File: config.mk
export PLATFORM = sky130hd
export DESIGN_NAME = board_ctrl_top
export DESIGN_NICKNAME = d
export VERILOG_FILES = /design/src/board_regs_pkg.sv /design/src/board_io_pkg.sv /design/src/board_regs.sv /design/src/safety_timers.sv /design/src/board_ctrl_top.sv
export SDC_FILE = /design/constraint.sdc
export NUM_CORES = 1
export LEC_CHECK = 0
export BUFFER_PORTS_ARGS = -buffer_cell sky130_fd_sc_hd__buf_2
export CORE_MARGIN = 5
export CORE_UTILIZATION = 47
export CTS_CLUSTER_DIAMETER = 80
export DETAILED_ROUTE_END_ITERATION = 6
export PLACE_DENSITY_LB_ADDON = 0.1
export SLEW_MARGIN = 10
export SYNTH_ARGS = -nofsm -noshare
export SYNTH_HDL_FRONTEND = slang
export SYNTH_HIERARCHICAL = 1
export SYNTH_SLANG_ARGS = --single-unit
File: constraint.sdc
create_clock -name sysclk -period 2.2 [get_ports sysclk]
set_input_delay 0.22 -clock sysclk [delete_from_list [all_inputs] [get_ports sysclk]]
set_output_delay 0.22 -clock sysclk [all_outputs]
set_load 0.02 [all_outputs]
File: src/board_regs_pkg.sv
// register addresses, version constants, timer lengths and the status word union
package board_regs_pkg;

    // ----------------------------------------------------------
    // bank 0 register map, addr[3:0]
    // ----------------------------------------------------------
    localparam logic [3:0] REG_STATUS     = 4'd0;   // enables, relay, power, faults
    localparam logic [3:0] REG_PHYCTRL    = 4'd1;   // phy request word
    localparam logic [3:0] REG_PHYDATA    = 4'd2;   // phy read-back holder
    localparam logic [3:0] REG_TIMEOUT    = 4'd3;   // watchdog period, in ticks
    localparam logic [3:0] REG_VERSION    = 4'd4;   // hardware version, read only
    localparam logic [3:0] REG_TEMPSNS    = 4'd5;   // two 8-bit temperature readings
    localparam logic [3:0] REG_DIGIOUT    = 4'd6;   // digital outputs, masked writes
    localparam logic [3:0] REG_FW_VERSION = 4'd7;   // firmware version, read only
    localparam logic [3:0] REG_PROMSTAT   = 4'd8;   // prom interface status
    localparam logic [3:0] REG_PROMRES    = 4'd9;   // prom result word
    localparam logic [3:0] REG_DIGIN      = 4'd10;  // limits, home, dout echo, v_fault
    localparam logic [3:0] REG_SAFETY     = 4'd11;  // external safety disables
    localparam logic [3:0] REG_WDOG       = 4'd14;  // watchdog disables
    localparam logic [3:0] REG_AMPDIS     = 4'd15;  // final amp_disable

    // fixed identity words
    localparam logic [31:0] BOARD_VERSION = 32'h514c_4131;  // ascii "QLA1"
    localparam logic [31:0] FW_VERSION    = 32'h0000_0002;

    localparam int NUM_AXES = 4;            // amplifier channels on the board

    // ----------------------------------------------------------
    // safety timer lengths
    // ----------------------------------------------------------
    localparam int WDOG_TICK_BITS  = 4;     // tick every 2**4 sysclk cycles
    localparam int MV_SETTLE_TICKS = 8;     // amps held off after mv_good rises
    localparam int MV_CNT_BITS     = $clog2(MV_SETTLE_TICKS + 1);
    localparam logic [15:0] WDOG_PERIOD_RESET = 16'hffff;

    // status word as seen on reads, msb first
    typedef struct packed {
        logic [3:0]            num_chan;     // byte 3
        logic [3:0]            board_id;
        logic                  wdog_timeout; // byte 2
        logic [2:0]            zero_2;
        logic                  mv_good;
        logic                  pwr_enable;
        logic                  relay_fb;     // relay input, inverted
        logic                  relay_on;
        logic [7-NUM_AXES:0]   zero_1;       // byte 1
        logic [NUM_AXES-1:0]   fault;
        logic [7-NUM_AXES:0]   zero_0;       // byte 0
        logic [NUM_AXES-1:0]   amp_en;       // 1 = amplifier enabled
    } status_rd_t;

    // status word as a command on writes
    typedef struct packed {
        logic [11:0]           rsvd_hi;
        logic                  pwr_mask;     // bit 19
        logic                  pwr_val;      // bit 18
        logic                  relay_mask;   // bit 17
        logic                  relay_val;    // bit 16
        logic [7-NUM_AXES:0]   rsvd_1;
        logic [NUM_AXES-1:0]   en_mask;      // bits 11:8
        logic [7-NUM_AXES:0]   rsvd_0;
        logic [NUM_AXES-1:0]   en_val;       // bits 3:0
    } status_wr_t;

    typedef union packed {
        status_rd_t rd;
        status_wr_t wr;
    } status_word_u;

endpackage

File: src/board_io_pkg.sv
// host request struct and the slow board input bundle
package board_io_pkg;

    import board_regs_pkg::*;

    // ----------------------------------------------------------
    // host request, one per valid/ready handshake
    // ----------------------------------------------------------
    typedef struct packed {
        logic [7:0]  addr;     // [7:4] bank, [3:0] register
        logic [31:0] wdata;    // ignored on reads
        logic        write;    // 1 = write, 0 = read
    } host_req_t;

    // ----------------------------------------------------------
    // board inputs, all slow or quasi-static
    // ----------------------------------------------------------
    typedef struct packed {
        logic [NUM_AXES-1:0] neg_limit;  // negative limit switches
        logic [NUM_AXES-1:0] pos_limit;  // positive limit switches
        logic [NUM_AXES-1:0] home;       // home sensors
        logic [NUM_AXES-1:0] fault;      // amplifier fault, 1 = amp on

        logic                relay;      // safety relay feedback, active low
        logic                mv_good;    // motor supply in range
        logic                v_fault;    // supply fault

        logic [3:0]          board_id;   // rotary switch

        // two 8-bit sensor readings side by side
        logic [15:0]         temp_sense;

        // prom interface words, passed through on reads
        logic [31:0]         prom_status;
        logic [31:0]         prom_result;

        logic [NUM_AXES-1:0] safety_amp_disable;  // from the safety chain
    } board_in_t;

    // nothing else lives here; register layout is in board_regs_pkg
    // widths above follow NUM_AXES from that package
    // the bundle is sampled directly by the register file
    // relay and mv_good feed the status word unregistered
    // safety_amp_disable is latched sticky into the disable register
    // mv_good also starts the settle timer

endpackage

File: src/board_regs.sv
// host register file with masked control writes, read mux and sticky amp disables
module board_regs
    import board_regs_pkg::*;
    import board_io_pkg::*;
(
    input  logic                sysclk,
    input  logic                reset,             // sync, active low

    // host request and response channels
    input  host_req_t           req,
    input  logic                req_valid,
    output logic                req_ready,
    output logic [31:0]         rsp_rdata,
    output logic                rsp_valid,
    input  logic                rsp_ready,

    input  board_in_t           brd,

    // safety timer link
    output logic                wr_strobe,         // accepted bank 0 write
    output logic [15:0]         wdog_period,
    input  logic                wdog_timeout,
    input  logic [NUM_AXES-1:0] wdog_amp_disable,
    input  logic [NUM_AXES-1:0] mv_amp_disable,

    // board controls
    output logic [NUM_AXES-1:0] amp_disable,
    output logic [NUM_AXES-1:0] dout,
    output logic                pwr_enable,
    output logic                relay_on
);

    logic [NUM_AXES-1:0] reg_disable;    // 1 = axis disabled by host/latch
    logic [NUM_AXES-1:0] disable_nxt;
    logic [NUM_AXES-1:0] sticky;         // latched disable sources
    logic [15:0]         phy_ctrl;
    logic [15:0]         phy_data;

    logic                accept;
    logic                bank0;
    logic                status_wr;      // masked status write this cycle
    status_word_u        st_wr;          // write-side decode of wdata
    status_word_u        st_rd;          // read-side status word
    logic [NUM_AXES-1:0] dout_val;
    logic [NUM_AXES-1:0] dout_mask;
    logic [31:0]         rd_word;

    // ----------------------------------------------------------
    // handshake, one request in flight
    // ----------------------------------------------------------
    assign req_ready = ~rsp_valid;
    assign accept    = req_valid & req_ready;
    assign bank0     = (req.addr[7:4] == 4'd0);
    assign wr_strobe = accept & req.write & bank0;   // also kicks the watchdog

    assign st_wr     = req.wdata;
    assign status_wr = wr_strobe && (req.addr[3:0] == REG_STATUS);
    assign dout_val  = req.wdata[NUM_AXES-1:0];
    assign dout_mask = req.wdata[8 +: NUM_AXES];

    assign amp_disable = reg_disable | mv_amp_disable;  // settle hold on top

    // sticky latch, a masked status write wins for its own bits
    always_comb begin
        sticky      = reg_disable | wdog_amp_disable | brd.safety_amp_disable;
        disable_nxt = sticky;
        if (status_wr) begin
            disable_nxt = (sticky & ~st_wr.wr.en_mask) |
                          (~st_wr.wr.en_val & st_wr.wr.en_mask);
        end
    end

    // ----------------------------------------------------------
    // writable registers
    // ----------------------------------------------------------
    always_ff @(posedge sysclk) begin
        if (!reset) begin
            reg_disable <= '1;                // start with all amps off
            pwr_enable  <= 1'b0;
            relay_on    <= 1'b0;
            dout        <= '0;
            phy_ctrl    <= 16'd0;
            phy_data    <= 16'd0;
            wdog_period <= WDOG_PERIOD_RESET;
        end else begin
            reg_disable <= disable_nxt;
            if (wr_strobe) begin
                case (req.addr[3:0])
                    REG_STATUS: begin
                        if (st_wr.wr.relay_mask) relay_on   <= st_wr.wr.relay_val;
                        if (st_wr.wr.pwr_mask)   pwr_enable <= st_wr.wr.pwr_val;
                    end
                    REG_PHYCTRL: phy_ctrl    <= req.wdata[15:0];
                    REG_PHYDATA: phy_data    <= req.wdata[15:0];
                    REG_TIMEOUT: wdog_period <= req.wdata[15:0];
                    REG_DIGIOUT: dout <= (dout & ~dout_mask) | (dout_val & dout_mask);
                    default: ;                        // read-only or unmapped
                endcase
            end
        end
    end

    // ----------------------------------------------------------
    // read mux
    // ----------------------------------------------------------
    always_comb begin
        st_rd.rd.num_chan     = 4'(NUM_AXES);
        st_rd.rd.board_id     = brd.board_id;
        st_rd.rd.wdog_timeout = wdog_timeout;
        st_rd.rd.zero_2       = '0;
        st_rd.rd.mv_good      = brd.mv_good;
        st_rd.rd.pwr_enable   = pwr_enable;
        st_rd.rd.relay_fb     = ~brd.relay;
        st_rd.rd.relay_on     = relay_on;
        st_rd.rd.zero_1       = '0;
        st_rd.rd.fault        = brd.fault;
        st_rd.rd.zero_0       = '0;
        st_rd.rd.amp_en       = ~reg_disable;

        rd_word = 32'd0;                     // unmapped and other banks
        if (bank0) begin
            case (req.addr[3:0])
                REG_STATUS:     rd_word = st_rd;
                REG_PHYCTRL:    rd_word = {16'd0, phy_ctrl};
                REG_PHYDATA:    rd_word = {16'd0, phy_data};
                REG_TIMEOUT:    rd_word = {16'd0, wdog_period};
                REG_VERSION:    rd_word = BOARD_VERSION;
                REG_TEMPSNS:    rd_word = {16'd0, brd.temp_sense};
                REG_DIGIOUT:    rd_word = 32'(dout);
                REG_FW_VERSION: rd_word = FW_VERSION;
                REG_PROMSTAT:   rd_word = brd.prom_status;
                REG_PROMRES:    rd_word = brd.prom_result;
                REG_DIGIN:      rd_word = 32'({brd.v_fault, dout, brd.neg_limit,
                                               brd.pos_limit, brd.home});
                REG_SAFETY:     rd_word = 32'(brd.safety_amp_disable);
                REG_WDOG:       rd_word = 32'(wdog_amp_disable);
                REG_AMPDIS:     rd_word = 32'(amp_disable);
                default:        rd_word = 32'd0;
            endcase
        end
    end

    // ----------------------------------------------------------
    // response holding register
    // ----------------------------------------------------------
    always_ff @(posedge sysclk) begin
        if (!reset) begin
            rsp_valid <= 1'b0;
        end else if (accept) begin
            rsp_valid <= 1'b1;               // one cycle latency
        end else if (rsp_ready) begin
            rsp_valid <= 1'b0;
        end
    end

    always_ff @(posedge sysclk) begin
        if (accept) begin
            rsp_rdata <= req.write ? 32'd0 : rd_word;   // writes answer zero
        end
    end

    // stalled response must not move under back-pressure
    a_rsp_hold: assert property (@(posedge sysclk) disable iff (!reset)
        rsp_valid && !rsp_ready |=> rsp_valid && $stable(rsp_rdata));

    // never two requests in flight
    a_ready_excl: assert property (@(posedge sysclk) disable iff (!reset)
        !(req_ready && rsp_valid));

endmodule

File: src/safety_timers.sv
// tick prescaler, host watchdog and motor-voltage settle timer
module safety_timers
    import board_regs_pkg::*;
(
    input  logic                sysclk,
    input  logic                reset,             // sync, active low
    input  logic                wr_strobe,         // host write clears the watchdog
    input  logic [15:0]         wdog_period,       // 0 = watchdog off
    input  logic                mv_good,
    output logic                wdog_timeout,
    output logic [NUM_AXES-1:0] wdog_amp_disable,
    output logic [NUM_AXES-1:0] mv_amp_disable
);

    logic [WDOG_TICK_BITS-1:0] presc;
    logic                      tick;           // one cycle every 2**WDOG_TICK_BITS
    logic [15:0]               wdog_count;     // ticks since last host write
    logic [MV_CNT_BITS-1:0]    mv_count;       // ticks since mv_good rose
    logic                      mv_settling;

    // ----------------------------------------------------------
    // free-running prescaler
    // ----------------------------------------------------------
    always_ff @(posedge sysclk) begin
        if (!reset) begin
            presc <= '0;
        end else begin
            presc <= presc + 1'b1;
        end
    end

    assign tick = &presc;

    // ----------------------------------------------------------
    // watchdog
    // ----------------------------------------------------------
    always_ff @(posedge sysclk) begin
        if (!reset) begin
            wdog_count       <= 16'd0;
            wdog_timeout     <= 1'b0;
            wdog_amp_disable <= '0;
        end else if (wr_strobe) begin
            // host alive so start over
            wdog_count       <= 16'd0;
            wdog_timeout     <= 1'b0;
            wdog_amp_disable <= '0;
        end else if (tick && (wdog_period != 16'd0)) begin
            if (wdog_count < wdog_period) begin
                wdog_count <= wdog_count + 1'b1;
            end else begin
                wdog_timeout     <= 1'b1;    // stays until next write
                wdog_amp_disable <= '1;      // all axes off
            end
        end
    end

    // ----------------------------------------------------------
    // motor voltage settle
    // ----------------------------------------------------------
    always_ff @(posedge sysclk) begin
        if (!reset) begin
            mv_count <= '0;
        end else if (!mv_good) begin
            mv_count <= '0;                  // supply dropped so rearm
        end else if (tick && mv_settling) begin
            mv_count <= mv_count + 1'b1;     // saturates at the limit
        end
    end

    assign mv_settling = (mv_count < MV_CNT_BITS'(MV_SETTLE_TICKS));

    // hold amps off until the supply has been good long enough
    assign mv_amp_disable = {NUM_AXES{mv_good & mv_settling}};

    // watchdog disables move as one group
    a_wdog_group: assert property (@(posedge sysclk) disable iff (!reset)
        (wdog_amp_disable == '0) || (wdog_amp_disable == '1));

    // flag and disables set together
    a_timeout_dis: assert property (@(posedge sysclk) disable iff (!reset)
        wdog_timeout |-> (wdog_amp_disable == '1));

endmodule

File: src/board_ctrl_top.sv
// board control top, register file plus safety timers
module board_ctrl_top
    import board_regs_pkg::*;
    import board_io_pkg::*;
(
    input  logic                sysclk,
    input  logic                reset,        // sync, active low

    // host side
    input  host_req_t           req,
    input  logic                req_valid,
    output logic                req_ready,
    output logic [31:0]         rsp_rdata,
    output logic                rsp_valid,
    input  logic                rsp_ready,

    // board side
    input  board_in_t           brd,
    output logic [NUM_AXES-1:0] amp_disable,
    output logic [NUM_AXES-1:0] dout,
    output logic                pwr_enable,
    output logic                relay_on
);

    // register file <-> timers
    logic                wr_strobe;
    logic [15:0]         wdog_period;
    logic                wdog_timeout;
    logic [NUM_AXES-1:0] wdog_amp_disable;
    logic [NUM_AXES-1:0] mv_amp_disable;

    board_regs regs (
        .sysclk           (sysclk),
        .reset            (reset),
        .req              (req),
        .req_valid        (req_valid),
        .req_ready        (req_ready),
        .rsp_rdata        (rsp_rdata),
        .rsp_valid        (rsp_valid),
        .rsp_ready        (rsp_ready),
        .brd              (brd),
        .wr_strobe        (wr_strobe),
        .wdog_period      (wdog_period),
        .wdog_timeout     (wdog_timeout),
        .wdog_amp_disable (wdog_amp_disable),
        .mv_amp_disable   (mv_amp_disable),
        .amp_disable      (amp_disable),
        .dout             (dout),
        .pwr_enable       (pwr_enable),
        .relay_on         (relay_on)
    );

    // slow timers, mv_good straight from the board bundle
    safety_timers timers (
        .sysclk           (sysclk),
        .reset            (reset),
        .wr_strobe        (wr_strobe),
        .wdog_period      (wdog_period),
        .mv_good          (brd.mv_good),
        .wdog_timeout     (wdog_timeout),
        .wdog_amp_disable (wdog_amp_disable),
        .mv_amp_disable   (mv_amp_disable)
    );

endmodule

==> qor.txt <==
Status: finished with violations
Failing checks: setup timing
CTS root buffer: clkbuf_16
RSZ-0062 raised after global routing: yes
Sw frac: 0.235
Distinct cell type count after synthesis: 63
Vias per inst: 5.67
Overflow after GRT: 0
Syn Nets: 846
TritonCTS clock tree: built
Total CTS buffers: 17
Crit Path Class: reg -> reg
# nets final: 1067
Maximum operating frequency: 453 MHz
H-tree depth: 4
Seq/Total Area, Yosys: 0.427
Tot Pwr: 0.00533 W
Netlist Area Pre-Place: 6180 um^2
Power density cells: 637 nW/um^2
Crit path max fanout: 6
Worst min-delay path class: in -> reg
Initial Utilization: 0.473
Worst Tran Pin Value: 1.04 ns
CORE AREA: 13100 um^2
Max_cap viols: 0
Via count: 6158
Max Clock Skew: 0.00669 ns
Area of the multi-input gates: 3380 um^2
Initial antenna violation count: 1
Max IR drop VDD: 0.506 mV
LEAKAGE: 3.43 nW
Share of post-route cells with drive strength above 1: 0.355
Relative slew margins: 0.303
Die Span Y: 125 um
DR pass1 iterations: 5
Hold_ws: 0.0627 ns
Critical Path RT: 2.55 ns
Number of synthesized register bits: 116
Final GP Congestion: 0.886
Filler cell count: 1099
Post-synth EDFFs: 32
DR WL/cell: 18.9 um
Critical Path Sink Type: register
Hpwl dp: 15.2 mm
Final setup margin: -0.00727 ns
Combinational power share: 0.091
Async SR Flop Fraction: 0
Pint: 0.00408 W
Initial DRC count: 444
Avg Inst Size Synth: 9.15 um^2
# IOs: 196
Final ANT Viol Nets: 0
Std cell rows: 42
Cells after Synth: 676
DIE AREA: 15600 um^2
Clock share of power: 0.487
Vias in the first global route: 6093
PortBufs: 183
Largest net degree at the start of global routing: 61
Sequential group share of total power: 0.422
Area occupied by registers: 2650 um^2
Post-synth top flop: dfxtp_1
Remaining DRCs: 0
Fin crit share: 1.00
Pins Over Slew Limit: 0
Net Sw Power: 0.00125 W
WP data arrival: 2.56 ns
Fin crit period: 2.21 ns
Clock Sink Count: 116
GR Util All Layers: 0.256
Drt total wl: 20.5 mm
CTS Buffer Depth: 2
Clock-pin slew on the worst setup and hold paths: 0.05 ns
Hold Fails Final Rpt: 0
Die width: 125 um
Setup violations, final: 1
P&R area growth vs syn: 35.2%
Startpoint Class: register
Yosys Warn Count: 6
Clock Latency Late Sink: 0.41 ns
First-pass GRT wire length: 32.1 mm
DP Worst Slack: -0.127 ns
## power groups by stage
| stage | clock network, W | registers, W | logic, W |
|---|---|---|---|
| 2_1_floorplan | 0 | 0.00233 | 0.000176 |
| 3_3_place_gp | 0 | 0.00229 | 0.000476 |
| 3_5_place_dp | 0 | 0.00229 | 0.000482 |
| 4_1_cts | 0.00263 | 0.00225 | 0.000484 |
| 5_1_grt | 0.00274 | 0.00225 | 0.000525 |
| 6_report | 0.00260 | 0.00225 | 0.000486 |
## cell usage in the layout (no fill, tap or decap), types with 9 or more instances in the layout
cell	Yosys	final
a21oi_1	33	26
a222oi_1	10	10
a22oi_1	42	42
a31oi_1	11	11
and3_1	9	9
buf_2	3	183
buf_4	7	57
clkbuf_16	0	18
dfxtp_1	84	79
edfxtp_1	32	32
ha_1	18	13
inv_1	24	22
mux2i_1	38	38
nand2_1	65	65
nand3_1	37	37
nor2_1	42	41
nor2b_1	39	38
nor3_1	12	10
o21ai_0	21	20
## cell families after synthesis
family                     count (synthesis)  share of synthesized area
and+or+nand+nor                          256                      0.216
xor gates and xnor gates                   6                    0.00850
muxes                                     39                     0.0633
adders and majority gates                 18                     0.0364
AOI/OAI and AO/OA                        171                      0.195
DFF                                      116                      0.427
buffers and inverters                     70                     0.0530
## worst max-delay path, stage by stage (launching register included)
cell and delay [ns]:
dfxtp_2 0.34, inv_2 0.05, ha_4 0.23, nand4_1 0.17, o21bai_2 0.13, nor4_4 0.26
buf_4 0.19, o21ai_4 0.09, buf_4 0.15, or4_1 0.45, nand2_1 0.08
## sequential cells by signal, indices dropped and copies added, names as in the netlist, 4 cells and up, named ones only
name	flops
regs/rsp_rdata	32
regs/phy_ctrl	16
regs/phy_data	16
regs/wdog_period	16
timers/wdog_count	16
regs/reg_disable	4
timers/mv_count	4
timers/presc	4
## final timing paths
path	from	to	slack, ns	cells after the start
worst max-delay path	regs/wdog_period[13]$_SDFFE_PN1P_	timers/wdog_count[3]$_SDFFE_PP0P_	-0.007	10
worst min-delay path	req[14]	regs/wdog_period[13]$_SDFFE_PN1P_	0.06	3
worst max register to register	regs/wdog_period[13]$_SDFFE_PN1P_	timers/wdog_count[3]$_SDFFE_PP0P_	-0.007	10
worst min register to register	timers/presc[0]$_SDFF_PN0_	timers/presc[0]$_SDFF_PN0_	0.44	1
## timing repair
action | CTS | global route
pin swaps | 13 | 15
buffers inserted | 4 | 5
cloned | 1 | 0
hold buffers | 0 | 0
resized for setup | 9 | 22
endpoints found under the setup margin | 11 | 14
## synthesized netlist by cell type, drive strengths merged (3+ instances only)
cell	instances	area, um^2
nor2b	39	244
clkbuf	30	113
or2	9	56.3
a222oi	10	100
nand4	3	18.8
edfxtp	32	961
o211ai	5	37.5
a31oi	11	68.8
a32oi	3	26.3
a21oi	34	174
nand3	37	185
nor3	15	103
nand2b	7	43.8
nand2	65	244
o21ai	23	119
or4	8	63.8
and2	3	18.8
mux2i	38	380
ha	18	225
a221oi	6	52.6
dfxtp	84	1680
inv	24	90.1
a22oi	42	315
and3	9	56.3
a2111oi	4	35.0
or3	8	51.3
buf	16	125
a41oi	8	70.1
o31ai	5	37.5
xor2	4	35.0
nor4	6	52.6
nor2	42	158
a21boi	6	45.0
## per-stage QoR
step	instances	utilization	instance area, um^2	TNS, ns
2_1_floorplan	676	-	6190	0
3_3_place_gp	1045	0.579	7580	-0.128
3_5_place_dp	1045	0.579	7580	-0.747
4_1_cts	1082	0.629	8230	0
5_1_grt	1087	0.639	8360	-0.471
6_report	1087	0.639	8360	-0.00727
## metal layers
layer  vias up  track usage  wire (um)
met5         -            0          0
met4         0        0.101        563
met1      2896        0.322       8700
li1       2967            -          -
met2       245        0.428       9860
met3        50       0.0562       1390
## cell type report
cell class	count	share of cell area
multi-input combinational	491	0.404
sequential	116	0.317
timing repair buffer	247	0.175
clock buffer	23	0.0573
tap	176	0.0263
inverter	24	0.0108
clock inverter	9	0.00913
antenna	1	0.000299
No activity file was read; power rests on OpenSTA's default activity.
